**src/hdl/core_pkg.sv**
```systemverilog
`default_nettype none

package core_pkg;

    localparam int xlen = 32;  // data and pc width.

    typedef logic [5:0] rob_tag_t;

    // physical register 0 means the operation writes no register.
    typedef logic [5:0] reg_idx_t;

    // lane 2 operations, encoded as the issue stage sends them.
    typedef enum logic [3:0] {
        op_alu = 4'd0,
        op_lb  = 4'd7,
        op_lw  = 4'd8,
        op_sb  = 4'd9,
        op_sw  = 4'd10
    } optype_t;

endpackage

`default_nettype wire

```
**src/hdl/mem_pkg.sv**
```systemverilog
`default_nettype none

package mem_pkg;

    // where the data of a load comes from.
    typedef enum logic [1:0] {
        ld_fwd   = 2'd0,  // forwarded by the load/store queue.
        ld_cache = 2'd1,  // cache hit.
        ld_mem   = 2'd2   // cache miss, read from data memory.
    } ld_src_t;

    localparam int sb_depth_default = 8;  // pending stores held before back-pressure.

endpackage

`default_nettype wire

```
**src/hdl/complete_reg.sv**
```systemverilog
`timescale 1ns/100ps
`default_nettype none

module complete_reg (
    input  wire                         clk,
    input  wire                         rstn,

    input  wire                         issue0_valid,
    input  wire [core_pkg::xlen-1:0]    issue0_pc,
    input  wire [core_pkg::xlen-1:0]    issue0_result,
    input  wire core_pkg::reg_idx_t     issue0_dest,
    input  wire core_pkg::rob_tag_t     issue0_rob,

    input  wire                         issue1_valid,
    input  wire [core_pkg::xlen-1:0]    issue1_pc,
    input  wire [core_pkg::xlen-1:0]    issue1_result,
    input  wire core_pkg::reg_idx_t     issue1_dest,
    input  wire core_pkg::rob_tag_t     issue1_rob,

    input  wire                         issue2_valid,
    input  wire core_pkg::optype_t      issue2_op,
    input  wire [core_pkg::xlen-1:0]    issue2_pc,
    input  wire [core_pkg::xlen-1:0]    issue2_result,
    input  wire core_pkg::reg_idx_t     issue2_dest,
    input  wire core_pkg::rob_tag_t     issue2_rob,

    input  wire [core_pkg::xlen-1:0]    load_data,

    input  wire                         done_valid,
    input  wire [core_pkg::xlen-1:0]    done_pc,
    input  wire core_pkg::rob_tag_t     done_rob,
    output logic                        done_take,

    output logic                        cmp0_valid,
    output logic [core_pkg::xlen-1:0]   cmp0_pc,
    output core_pkg::reg_idx_t          cmp0_dest,
    output logic [core_pkg::xlen-1:0]   cmp0_data,
    output core_pkg::rob_tag_t          cmp0_rob,

    output logic                        cmp1_valid,
    output logic [core_pkg::xlen-1:0]   cmp1_pc,
    output core_pkg::reg_idx_t          cmp1_dest,
    output logic [core_pkg::xlen-1:0]   cmp1_data,
    output core_pkg::rob_tag_t          cmp1_rob,

    output logic                        cmp2_valid,
    output logic [core_pkg::xlen-1:0]   cmp2_pc,
    output core_pkg::reg_idx_t          cmp2_dest,
    output logic [core_pkg::xlen-1:0]   cmp2_data,
    output core_pkg::rob_tag_t          cmp2_rob
);
    import core_pkg::*;

    logic issue2_store;
    logic issue2_load;
    logic issue2_takes;

    assign issue2_store = (issue2_op == op_sb) || (issue2_op == op_sw);
    assign issue2_load  = (issue2_op == op_lb) || (issue2_op == op_lw);
    assign issue2_takes = issue2_valid && !issue2_store;  // a store completes later, from the buffer.

    // a store completion only gets lane 2 when no load or alu result needs it.
    assign done_take = done_valid && !issue2_takes;

    always_ff @(posedge clk or negedge rstn) begin
        if (!rstn) begin
            cmp0_valid <= 1'b0;
            cmp0_pc    <= '0;
            cmp0_dest  <= '0;
            cmp0_data  <= '0;
            cmp0_rob   <= '0;
            cmp1_valid <= 1'b0;
            cmp1_pc    <= '0;
            cmp1_dest  <= '0;
            cmp1_data  <= '0;
            cmp1_rob   <= '0;
        end else begin
            cmp0_valid <= issue0_valid;
            cmp0_pc    <= issue0_pc;
            cmp0_dest  <= issue0_dest;
            cmp0_data  <= issue0_result;
            cmp0_rob   <= issue0_rob;
            cmp1_valid <= issue1_valid;
            cmp1_pc    <= issue1_pc;
            cmp1_dest  <= issue1_dest;
            cmp1_data  <= issue1_result;
            cmp1_rob   <= issue1_rob;
        end
    end

    always_ff @(posedge clk or negedge rstn) begin
        if (!rstn) begin
            cmp2_valid <= 1'b0;
            cmp2_pc    <= '0;
            cmp2_dest  <= '0;
            cmp2_data  <= '0;
            cmp2_rob   <= '0;
        end else begin
            cmp2_valid <= issue2_takes || done_valid;
            if (issue2_takes) begin
                cmp2_pc   <= issue2_pc;
                cmp2_dest <= issue2_dest;
                cmp2_data <= issue2_load ? load_data : issue2_result;
                cmp2_rob  <= issue2_rob;
            end else if (done_valid) begin
                cmp2_pc   <= done_pc;
                cmp2_dest <= '0;  // stores write no register.
                cmp2_data <= '0;
                cmp2_rob  <= done_rob;
            end
        end
    end

endmodule

`default_nettype wire

```
**src/hdl/complete_top.sv**
```systemverilog
`timescale 1ns/100ps
`default_nettype none

module complete_top #(
    parameter int sb_depth = mem_pkg::sb_depth_default
) (
    input  wire                         clk,
    input  wire                         rstn,

    input  wire                         issue0_valid,
    input  wire [core_pkg::xlen-1:0]    issue0_pc,
    input  wire [core_pkg::xlen-1:0]    issue0_result,
    input  wire core_pkg::reg_idx_t     issue0_dest,
    input  wire core_pkg::rob_tag_t     issue0_rob,

    input  wire                         issue1_valid,
    input  wire [core_pkg::xlen-1:0]    issue1_pc,
    input  wire [core_pkg::xlen-1:0]    issue1_result,
    input  wire core_pkg::reg_idx_t     issue1_dest,
    input  wire core_pkg::rob_tag_t     issue1_rob,

    input  wire                         issue2_valid,
    input  wire core_pkg::optype_t      issue2_op,
    input  wire [core_pkg::xlen-1:0]    issue2_pc,
    input  wire [core_pkg::xlen-1:0]    issue2_result,
    input  wire core_pkg::reg_idx_t     issue2_dest,
    input  wire core_pkg::rob_tag_t     issue2_rob,
    input  wire [core_pkg::xlen-1:0]    issue2_store_data,

    input  wire mem_pkg::ld_src_t       ld_src,
    input  wire [core_pkg::xlen-1:0]    lsq_data,
    input  wire [core_pkg::xlen-1:0]    cache_data,
    input  wire [core_pkg::xlen-1:0]    mem_data,
    output logic                        mem_ready,

    output logic                        dm_req,
    output logic [core_pkg::xlen-1:0]   dm_addr,
    output logic [core_pkg::xlen-1:0]   dm_data,
    output logic                        dm_byte,
    input  wire                         dm_ack,

    output logic                        cmp0_valid,
    output logic [core_pkg::xlen-1:0]   cmp0_pc,
    output core_pkg::reg_idx_t          cmp0_dest,
    output logic [core_pkg::xlen-1:0]   cmp0_data,
    output core_pkg::rob_tag_t          cmp0_rob,

    output logic                        cmp1_valid,
    output logic [core_pkg::xlen-1:0]   cmp1_pc,
    output core_pkg::reg_idx_t          cmp1_dest,
    output logic [core_pkg::xlen-1:0]   cmp1_data,
    output core_pkg::rob_tag_t          cmp1_rob,

    output logic                        cmp2_valid,
    output logic [core_pkg::xlen-1:0]   cmp2_pc,
    output core_pkg::reg_idx_t          cmp2_dest,
    output logic [core_pkg::xlen-1:0]   cmp2_data,
    output core_pkg::rob_tag_t          cmp2_rob
);
    import core_pkg::*;

    logic [xlen-1:0] load_data;
    logic            sb_push;
    logic            done_valid;
    logic [xlen-1:0] done_pc;
    rob_tag_t        done_rob;
    logic            done_take;

    // a store shown while the buffer is full is simply not taken.
    assign sb_push = issue2_valid && ((issue2_op == op_sb) || (issue2_op == op_sw)) && mem_ready;

    load_result_mux u_load_mux (
        .op         (issue2_op),
        .addr_lo    (issue2_result[1:0]),
        .ld_src     (ld_src),
        .lsq_data   (lsq_data),
        .cache_data (cache_data),
        .mem_data   (mem_data),
        .load_data  (load_data)
    );

    store_buffer #(
        .sb_depth (sb_depth)
    ) u_store_buffer (
        .clk        (clk),
        .rstn       (rstn),
        .push       (sb_push),
        .push_pc    (issue2_pc),
        .push_rob   (issue2_rob),
        .push_addr  (issue2_result),  // memory ops carry the byte address here.
        .push_data  (issue2_store_data),
        .push_byte  (issue2_op == op_sb),
        .ready      (mem_ready),
        .dm_req     (dm_req),
        .dm_addr    (dm_addr),
        .dm_data    (dm_data),
        .dm_byte    (dm_byte),
        .dm_ack     (dm_ack),
        .done_valid (done_valid),
        .done_pc    (done_pc),
        .done_rob   (done_rob),
        .done_take  (done_take)
    );

    complete_reg u_complete_reg (
        .clk           (clk),
        .rstn          (rstn),
        .issue0_valid  (issue0_valid),
        .issue0_pc     (issue0_pc),
        .issue0_result (issue0_result),
        .issue0_dest   (issue0_dest),
        .issue0_rob    (issue0_rob),
        .issue1_valid  (issue1_valid),
        .issue1_pc     (issue1_pc),
        .issue1_result (issue1_result),
        .issue1_dest   (issue1_dest),
        .issue1_rob    (issue1_rob),
        .issue2_valid  (issue2_valid),
        .issue2_op     (issue2_op),
        .issue2_pc     (issue2_pc),
        .issue2_result (issue2_result),
        .issue2_dest   (issue2_dest),
        .issue2_rob    (issue2_rob),
        .load_data     (load_data),
        .done_valid    (done_valid),
        .done_pc       (done_pc),
        .done_rob      (done_rob),
        .done_take     (done_take),
        .cmp0_valid    (cmp0_valid),
        .cmp0_pc       (cmp0_pc),
        .cmp0_dest     (cmp0_dest),
        .cmp0_data     (cmp0_data),
        .cmp0_rob      (cmp0_rob),
        .cmp1_valid    (cmp1_valid),
        .cmp1_pc       (cmp1_pc),
        .cmp1_dest     (cmp1_dest),
        .cmp1_data     (cmp1_data),
        .cmp1_rob      (cmp1_rob),
        .cmp2_valid    (cmp2_valid),
        .cmp2_pc       (cmp2_pc),
        .cmp2_dest     (cmp2_dest),
        .cmp2_data     (cmp2_data),
        .cmp2_rob      (cmp2_rob)
    );

endmodule

`default_nettype wire

```
**src/hdl/load_result_mux.sv**
```systemverilog
`timescale 1ns/100ps
`default_nettype none

module load_result_mux (
    input  wire core_pkg::optype_t      op,
    input  wire [1:0]                   addr_lo,
    input  wire mem_pkg::ld_src_t       ld_src,
    input  wire [core_pkg::xlen-1:0]    lsq_data,
    input  wire [core_pkg::xlen-1:0]    cache_data,
    input  wire [core_pkg::xlen-1:0]    mem_data,
    output logic [core_pkg::xlen-1:0]   load_data
);
    import core_pkg::*;
    import mem_pkg::*;

    logic [xlen-1:0] src_word;
    logic [7:0]      lb_byte;

    always_comb begin
        case (ld_src)
            ld_fwd:   src_word = lsq_data;
            ld_cache: src_word = cache_data;
            default:  src_word = mem_data;  // ld_mem.
        endcase
    end

    // byte 0 is the low byte of the word.
    assign lb_byte = src_word[{addr_lo, 3'b000} +: 8];

    assign load_data = (op == op_lb) ? {{(xlen - 8){lb_byte[7]}}, lb_byte} : src_word;

endmodule

`default_nettype wire

```
**src/hdl/store_buffer.sv**
```systemverilog
`timescale 1ns/100ps
`default_nettype none

module store_buffer #(
    parameter int sb_depth = mem_pkg::sb_depth_default
) (
    input  wire                         clk,
    input  wire                         rstn,

    input  wire                         push,
    input  wire [core_pkg::xlen-1:0]    push_pc,
    input  wire core_pkg::rob_tag_t     push_rob,
    input  wire [core_pkg::xlen-1:0]    push_addr,
    input  wire [core_pkg::xlen-1:0]    push_data,
    input  wire                         push_byte,
    output logic                        ready,

    output logic                        dm_req,
    output logic [core_pkg::xlen-1:0]   dm_addr,
    output logic [core_pkg::xlen-1:0]   dm_data,
    output logic                        dm_byte,
    input  wire                         dm_ack,

    output logic                        done_valid,
    output logic [core_pkg::xlen-1:0]   done_pc,
    output core_pkg::rob_tag_t          done_rob,
    input  wire                         done_take
);
    import core_pkg::*;

    localparam int aw = (sb_depth > 1) ? $clog2(sb_depth) : 1;
    localparam int cw = $clog2(sb_depth + 1);

    // the head entry goes through these states once, from request to completion.
    typedef enum logic [1:0] {
        st_idle,
        st_req,
        st_ack_low,
        st_done
    } state_t;

    state_t          state;
    logic [aw-1:0]   head;
    logic [aw-1:0]   tail;
    logic [cw-1:0]   count;
    logic            pop;

    logic [xlen-1:0] slot_pc   [sb_depth];
    rob_tag_t        slot_rob  [sb_depth];
    logic [xlen-1:0] slot_addr [sb_depth];
    logic [xlen-1:0] slot_data [sb_depth];
    logic            slot_byte [sb_depth];

    function automatic logic [aw-1:0] next_ptr(input logic [aw-1:0] ptr);
        logic [aw-1:0] nxt;
        if (ptr == aw'(sb_depth - 1)) begin
            nxt = '0;  // wrap by compare because the depth need not be a power of two.
        end else begin
            nxt = ptr + 1'b1;
        end
        return nxt;
    endfunction

    assign ready = (count != cw'(sb_depth));
    assign pop   = (state == st_done) && done_take;

    always_ff @(posedge clk) begin
        if (push) begin
            slot_pc[tail]   <= push_pc;
            slot_rob[tail]  <= push_rob;
            slot_addr[tail] <= push_addr;
            slot_data[tail] <= push_data;
            slot_byte[tail] <= push_byte;
        end
    end

    always_ff @(posedge clk or negedge rstn) begin
        if (!rstn) begin
            head  <= '0;
            tail  <= '0;
            count <= '0;
        end else begin
            if (push) begin
                tail <= next_ptr(tail);
            end
            if (pop) begin
                head <= next_ptr(head);
            end
            case ({push, pop})
                2'b10:   count <= count + 1'b1;
                2'b01:   count <= count - 1'b1;
                default: count <= count;
            endcase
        end
    end

    always_ff @(posedge clk or negedge rstn) begin
        if (!rstn) begin
            state <= st_idle;
        end else begin
            case (state)
                st_idle: begin
                    // a new request only starts once the previous ack is gone.
                    if ((count != '0) && !dm_ack) begin
                        state <= st_req;
                    end
                end
                st_req: begin
                    if (dm_ack) begin
                        state <= st_ack_low;
                    end
                end
                st_ack_low: begin
                    if (!dm_ack) begin
                        state <= st_done;
                    end
                end
                st_done: begin
                    if (done_take) begin
                        state <= st_idle;
                    end
                end
                default: state <= st_idle;
            endcase
        end
    end

    // the head slot is never written while it is in use, so these stay stable.
    assign dm_req  = (state == st_req);
    assign dm_addr = slot_addr[head];
    assign dm_data = slot_data[head];
    assign dm_byte = slot_byte[head];

    assign done_valid = (state == st_done);
    assign done_pc    = slot_pc[head];
    assign done_rob   = slot_rob[head];

endmodule

`default_nettype wire

```
**config.mk**
```make
export PLATFORM = sky130hd
export DESIGN_NAME = complete_top
export DESIGN_NICKNAME = d
export VERILOG_FILES = /design/src/hdl/core_pkg.sv /design/src/hdl/mem_pkg.sv /design/src/hdl/complete_reg.sv /design/src/hdl/complete_top.sv /design/src/hdl/load_result_mux.sv /design/src/hdl/store_buffer.sv
export SDC_FILE = /design/constraint.sdc
export NUM_CORES = 1
export LEC_CHECK = 0
export BUFFER_PORTS_ARGS = -buffer_cell sky130_fd_sc_hd__buf_2
export CAP_MARGIN = 20
export CORE_MARGIN = 2
export CORE_UTILIZATION = 55
export CTS_CLUSTER_SIZE = 30
export DETAILED_ROUTE_END_ITERATION = 10
export GPL_ROUTABILITY_DRIVEN = 0
export PLACE_DENSITY = 0.85
export SYNTH_ARGS = -nofsm -noshare
export SYNTH_HDL_FRONTEND = slang
export SYNTH_HIERARCHICAL = 1
export SYNTH_SLANG_ARGS = --single-unit
```
**constraint.sdc**
```tcl
create_clock -name clk -period 17.01 [get_ports clk]
set_input_delay 1.701 -clock clk [delete_from_list [all_inputs] [get_ports clk]]
set_output_delay 1.701 -clock clk [all_outputs]
set_load 0.05 [all_outputs]
```
# Yosys cells after proc, flatten, opt, wreduce, memory -nomap -nowiden
# Memories as Yosys holds them, arrays and structs flattened.
# Index checks and enable logic that the tools add are counted.
[op_classes]
n_addsub = 4
multipliers = 0
div = 0
n_lt_le_gt_ge = 0
n_eq_ne = 17
shifts = 1
mux = 21
bitwise = 0
n_reduce_logical = 18
[op_table]
columns = ["op", "n"]
rows = [
  ["$mux 32", 6],
  ["$pmux 32 s2", 1],
  ["$shiftx 32x6->8", 1],
  ["$mux 6", 4],
  ["$eq 4x4->1 const B", 3],
  ["$mux 2", 4],
  ["$pmux 2 s4", 1],
  ["$pmux 4 s2", 1],
  ["$add 3x1->3 const B", 2],
  ["$eq 2x1->1 const B", 3],
  ["$eq 2x2->1 const B", 3],
  ["$eq 3x3->1 const B", 2],
  ["$logic_and 1x1->1", 6],
  ["$mux 3", 2],
  ["$add 4x1->4 const B", 1],
  ["$eq 4x3->1 const B", 1],
  ["$logic_not 2->1", 2],
  ["$ne 2x1->1 const B", 2],
  ["$ne 2x2->1 const B", 2],
  ["$ne 4x4->1 const B", 1],
  ["$reduce_and 4->1", 1],
  ["$reduce_bool 2->1", 2],
  ["$reduce_bool 4->1", 1],
  ["$sub 4x1->4 const B", 1],
  ["other kinds (3)", 8],
]
[totals]
ff_bits = 243
latch_bits = 0
ram_bits = 824
romBits = 0
inputBits = 368
out_inout_bits = 298
elab_cells = 85
memories = 5
[memory_table]
columns = ["name", "words", "word_bits", "read_ports", "rd_clocked_by_memory_dff", "write_ports", "line", "text"]
rows = [
  ["u_store_buffer.slot_addr", 8, 32, 1, 0, 1, "store_buffer.sv:50", "logic [xlen-1:0] slot_addr [sb_depth];"],
  ["u_store_buffer.slot_data", 8, 32, 1, 0, 1, "store_buffer.sv:51", "logic [xlen-1:0] slot_data [sb_depth];"],
  ["u_store_buffer.slot_pc", 8, 32, 1, 0, 1, "store_buffer.sv:48", "logic [xlen-1:0] slot_pc [sb_depth];"],
  ["u_store_buffer.slot_rob", 8, 6, 1, 0, 1, "store_buffer.sv:49", "rob_tag_t slot_rob [sb_depth];"],
  ["u_store_buffer.slot_byte", 8, 1, 1, 0, 1, "store_buffer.sv:52", "logic slot_byte [sb_depth];"],
]

# Depth between registers and ports, before layout
[logic_depth]
depth_word = 9
mapped_depth = 13
ltp_nobuf = 12

# Modules after synthesis
# The synthesis kept the hierarchy.
[by_module_without_submodules]
columns = ["module", "instances", "cells_per_inst", "area_per_inst_um2", "seq_area_each_um2"]
rows = [
  ["store_buffer", 1, 1267, 32102.0, 25044.0],
  ["complete_reg", 1, 495, 7541.0, 5780.5],
  ["load_result_mux", 1, 159, 1197.4, 0.0],
  ["complete_top", 1, 4, 33.8, 0.0],
]

# Least setup slack after synthesis
# OpenSTA, ideal clock, no wires.
[synth_timing]
path_type = "input to register"
startpoint = "in issue2_op[2]"
endpoint = "mem u_store_buffer.slot_addr[0][0], enable pin"
setup_ps = 691
arrival_ps = 9245
t_required_ps = 16319
setup_slack_ps = 7074
path_stages = 4
path_buffers = 0
cell_sequence = "nand4b_1 > nor2_1 > nand2b_1 > nor3_1"
[synth_via]
elab_chain_cells = 6
elab_cells_between_ends = 7
classes_between = "eq/ne (2); mux (2); reduce/logical (3)"
[synth_lines]
columns = ["element", "line", "text"]
rows = [
  ["from (decl)", "complete_top.sv:23", "input wire core_pkg::optype_t issue2_op,"],
  ["$eq 4x4->1", "complete_top.sv:70", "assign sb_push = issue2_valid && ((issue2_op == op_sb) || (issue2_op == op_sw)) && mem_ready;"],
  ["$logic_or 1x1->1 (*)", "complete_top.sv:70", ""],
  ["$logic_and 1x1->1 (*) (2 in a row)", "complete_top.sv:70", ""],
  ["named net sb_push", "complete_top.sv:63", "logic sb_push;"],
  ["$mux 1 (*)", "store_buffer.sv:68", "if (push) begin"],
  ["$mux 1 (not written as such) (*)", "store_buffer.sv:71", "slot_addr[tail] <= push_addr;"],
  ["to (decl)", "store_buffer.sv:50", ""],
]
# The timed path passes the listed nets; every way through them passes the cells marked *.

# Worst setup path after layout
[layout_timing]
startpoint = "reg u_store_buffer.head[1]"
endpoint = "out dm_data[25] (netlist bit)"
[layout_via]
elab_chain_cells = 1
[layout_lines]
columns = ["element", "line", "text"]
rows = [
  ["from (decl)", "store_buffer.sv:43", "logic [aw-1:0] head;"],
  ["from (signal assigned)", "store_buffer.sv:87", "head <= next_ptr(head);"],
  ["$mem_v2 8x32", "--", ""],
  ["to (decl)", "complete_top.sv:38", "output logic [core_pkg::xlen-1:0] dm_data,"],
]
# No other way between the ends.

==> impl_metrics.yaml <==
placement:
  place_area_mm2: 0.04502
  portBuffers: 665
  dp.final_hpwl_mm: 74.92
  pre_cts_ws_ps: 10810
logic_synthesis:
  yosys.area_share.xor_xnor: 0.001500
  avgSynthCellArea_um2: 21.23
  synthDistinctLibCells: 44
  synth_fa_ha_area_frac: 0.003673
  ys.warnings.count: 6
  synth_edf_count: 824
  syn-num-nets: 2305
  synth-seq-cells: 1067
  synth-simple-area-share: 0.01870
  synthFlopType: "edfxtp_1"
  synth_top_family_by_area: "multiplexers"
  synth_compound_area_frac: 0.02265
  netlist_area_mm2: 0.04087
  synthCells: 1925
  yosysSeqAreaShare: 0.7541
  synthMuxAreaShare: 0.1807
  synth-async-reset-ratio: 0.2277
timing:
  worst_slew_pin_slew_ps: 1112
  fin_worst_skew_ps: 27.19
  finalSetupViolations: 0
  fin_ws_ps: 10610
  finalCritPeriodShare: 0.3763
  period_minus_slack_ps: 6401
  fmax_mhz: 156.2
  finalSetupTns_ps: 0
  rsz0062_at_grt: "false"
  whs_ps: 501.7
  timing.final.max_slew_violations: 0
  hold_viol_final: 0
  max-slew-margin-rel: 0.2587
clock_tree:
  post_cts.repair.setup_buffers: 0
  cts_buffer_depth: 3
  cts.sinks: 1067
  cts-root-buf: "clkbuf_16"
  cts_tree: "built"
  cts_htree_levels: 3
  clock_latency_ps: 670
  cts.clk_slew.worst_paths_ps: 70
  cts_resized: 0
  cts_buffers: 104
  hold_buffers: 0
worst_hold_path:
  hold_start: "u_store_buffer/count[3]$_DFFE_PN0P_"
  min_to: "u_store_buffer/count[3]$_DFFE_PN0P_"
  min_delay_path_depth: 1
  hold_class: "reg2reg"
critical_path:
  r2r-end: "u_store_buffer/slot_addr[4][17]$_DFFE_PP_"
  critPathLaunchType: "register"
  critPathMaxStageDelay_ps: 1050
  worst-path-max-fanout: 73
  r2r_slack_ps: 12660
  reg2regPathDepth: 8
  cp.required_ps: 15310
  r2r_start: "u_store_buffer/count[1]$_DFFE_PN0P_"
  critPathKind: "reg2out"
  end_kind: "output pin"
  cp_slowest_cell: "dfrtp_4"
  worst-endpoint-arrival_ps: 4700
  cpMostUsedCell: "buf_4"
  crit_chain: "buf_4 -> buf_4 -> mux4_2 -> mux2_4 -> buf_2"
drt:
  wirelength_mm: 114.6
  dr.pass1.iters: 8
  routed_via_density: 6.031
  route.met3.wl_mm: 10.24
  m1WireLength_mm: 38.48
  met2WireLength_mm: 58.68
  dr.first_iter.drc_count: 2391
  antenna_left: 0
  drc: 0
  highest_layer: "met5"
  wl_per_cell_um: 30.87
  num_vias: 22390
floorplan:
  die_h_um: 276.6
  fp-row-count: 99
  design.core.area_mm2: 0.07321
  fp.dieArea_mm2: 0.07651
  die_x_um: 276.6
  start_util: 0.5583
  io_pins: 666
grt:
  grt_use_total: 0.2975
  grt_pass1_vias: 23360
  grt_pass1_wl_mm: 163.4
  gr-total-overflow: 0
  antenna_found_initial: 60
  grt_max_degree: 104
finish:
  syn_to_final_growth_pct: 19.34
  final_nets: 3004
  drive_gt1_frac: 0.4465
  n_fill_cell: 4670
  final_area_mm2: 0.04878
power:
  leakagePower_nw: 18.25
  power.total_mw: 7.478
  power.density_mw_per_mm2: 153.3
  irDropWorstVdd_mv: 0.09069
run:
  maxCapViolCount: 0
run_status:
  outcome: "complete, no violations"
[worst max-delay path: cells and delay by family, from the launching register on]
| family | cells | cell delay [ps] |
|---|---|---|
| buffers and inverters | 3 | 2070 |
| DFF | 1 | 1050 |
| muxes | 2 | 700 |
[power by group]
part           internal (mW)  total, mW  switching (mW)
combinational          0.802       2.05            1.25
clock                   1.40       2.38           0.985
sequential              2.93       3.05           0.114
[metal layers]
| layer | track usage | vias up |
|---|---|---|
| met1 | 0.3525 | 11480 |
| met5 | 0 | - |
| li1 | - | 9181 |
| met2 | 0.5045 | 1438 |
| met3 | 0.06530 | 273 |
| met4 | 0.1752 | 24 |
[registers in the layout, summed over array words and instances, names as in the netlist, 8 cells and up]
register	cells
u_store_buffer/slot_addr	256
u_store_buffer/slot_data	256
u_store_buffer/slot_pc	256
u_store_buffer/slot_rob	48
u_complete_reg/cmp0_data	32
u_complete_reg/cmp0_pc	32
u_complete_reg/cmp1_data	32
u_complete_reg/cmp1_pc	32
u_complete_reg/cmp2_data	32
u_complete_reg/cmp2_pc	32
u_store_buffer/slot_byte	8
[metrics by stage]
stage | std cells | utilization
floorplan | 1925 | -
global placement | 3475 | 0.6150
detailed placement | 3475 | 0.6150
CTS | 3669 | 0.6642
global route | 3707 | 0.6661
finish | 3713 | 0.6663
[Yosys cell counts (34+ instances only)]
cell type | number | share of area
mux4_2 | 208 | 0.11
clkbuf_1 | 34 | 0.0031
mux2_2 | 34 | 0.0094
dfrtp_1 | 243 | 0.15
buf_2 | 41 | 0.0050
mux2_4 | 85 | 0.031
mux2i_1 | 104 | 0.025
a21oi_1 | 47 | 0.0058
edfxtp_1 | 824 | 0.61
nor2_1 | 62 | 0.0057
o21ai_0 | 56 | 0.0069
nand3b_1 | 40 | 0.0073
[how the worst max path moves through the flow]
stage	cells past startpoint	from	end	slack (ps)
finish	5	u_store_buffer/head[1]$_DFFE_PN0N_	dm_data[25]	10610
detailed placement	6	u_store_buffer/head[0]$_DFFE_PN0N_	dm_data[0]	10810
CTS	6	u_store_buffer/head[0]$_DFFE_PN0N_	dm_data[0]	10050
global placement	6	u_store_buffer/head[0]$_DFFE_PN0N_	dm_data[6]	10860
global route	6	u_store_buffer/head[0]$_DFFE_PN0N_	dm_data[8]	10200
floorplan	4	issue2_op[2]	u_store_buffer/slot_addr[0][0]$_DFFE_PP_	7070
[logic make-up (layout without fill, tap and decap cells)]
logic type | Yosys count | after routing
compound gates | 153 | 153
flops | 1067 | 1067
other cells | 0 | 42
buf+inv | 118 | 905
mux | 431 | 431
simple gates | 137 | 137
fa+ha+maj | 12 | 12
xor+xnor | 7 | 7
[layout by cell type (no fill, tap or decap), types with 9 or more instances in the layout]
master,Yosys,final
mux4_2,208,208
mux2_2,34,34
o21ai_0,56,56
clkbuf_1,34,20
buf_4,9,30
nand3b_1,40,40
buf_2,41,664
ha_1,12,11
inv_1,12,12
clkbuf_8,0,9
diode_2,0,42
dfrtp_1,243,240
clkbuf_16,0,108
a21oi_1,47,47
mux2i_1,104,104
clkinv_2,0,20
nor2_1,62,56
mux2_4,85,85
bufinv_16,0,12
edfxtp_1,824,824
o21ai_1,10,10
[final cells by class]
| cell class | instances | area (µm²) | share of cell area |
|---|---|---|---|
| sequential | 1067 | 30840 | 0.6322 |
| inverter | 13 | 48.80 | 0.001000 |
| antenna | 42 | 105.1 | 0.002155 |
| tap | 959 | 1200 | 0.02460 |
| multi-input combinational | 740 | 9355 | 0.1918 |
| timing repair buffer | 698 | 3631 | 0.07444 |
| clock inverter | 56 | 693.2 | 0.01421 |
| clock buffer | 138 | 2909 | 0.05964 |
Note: power is estimated with default switching activity, not from simulation.
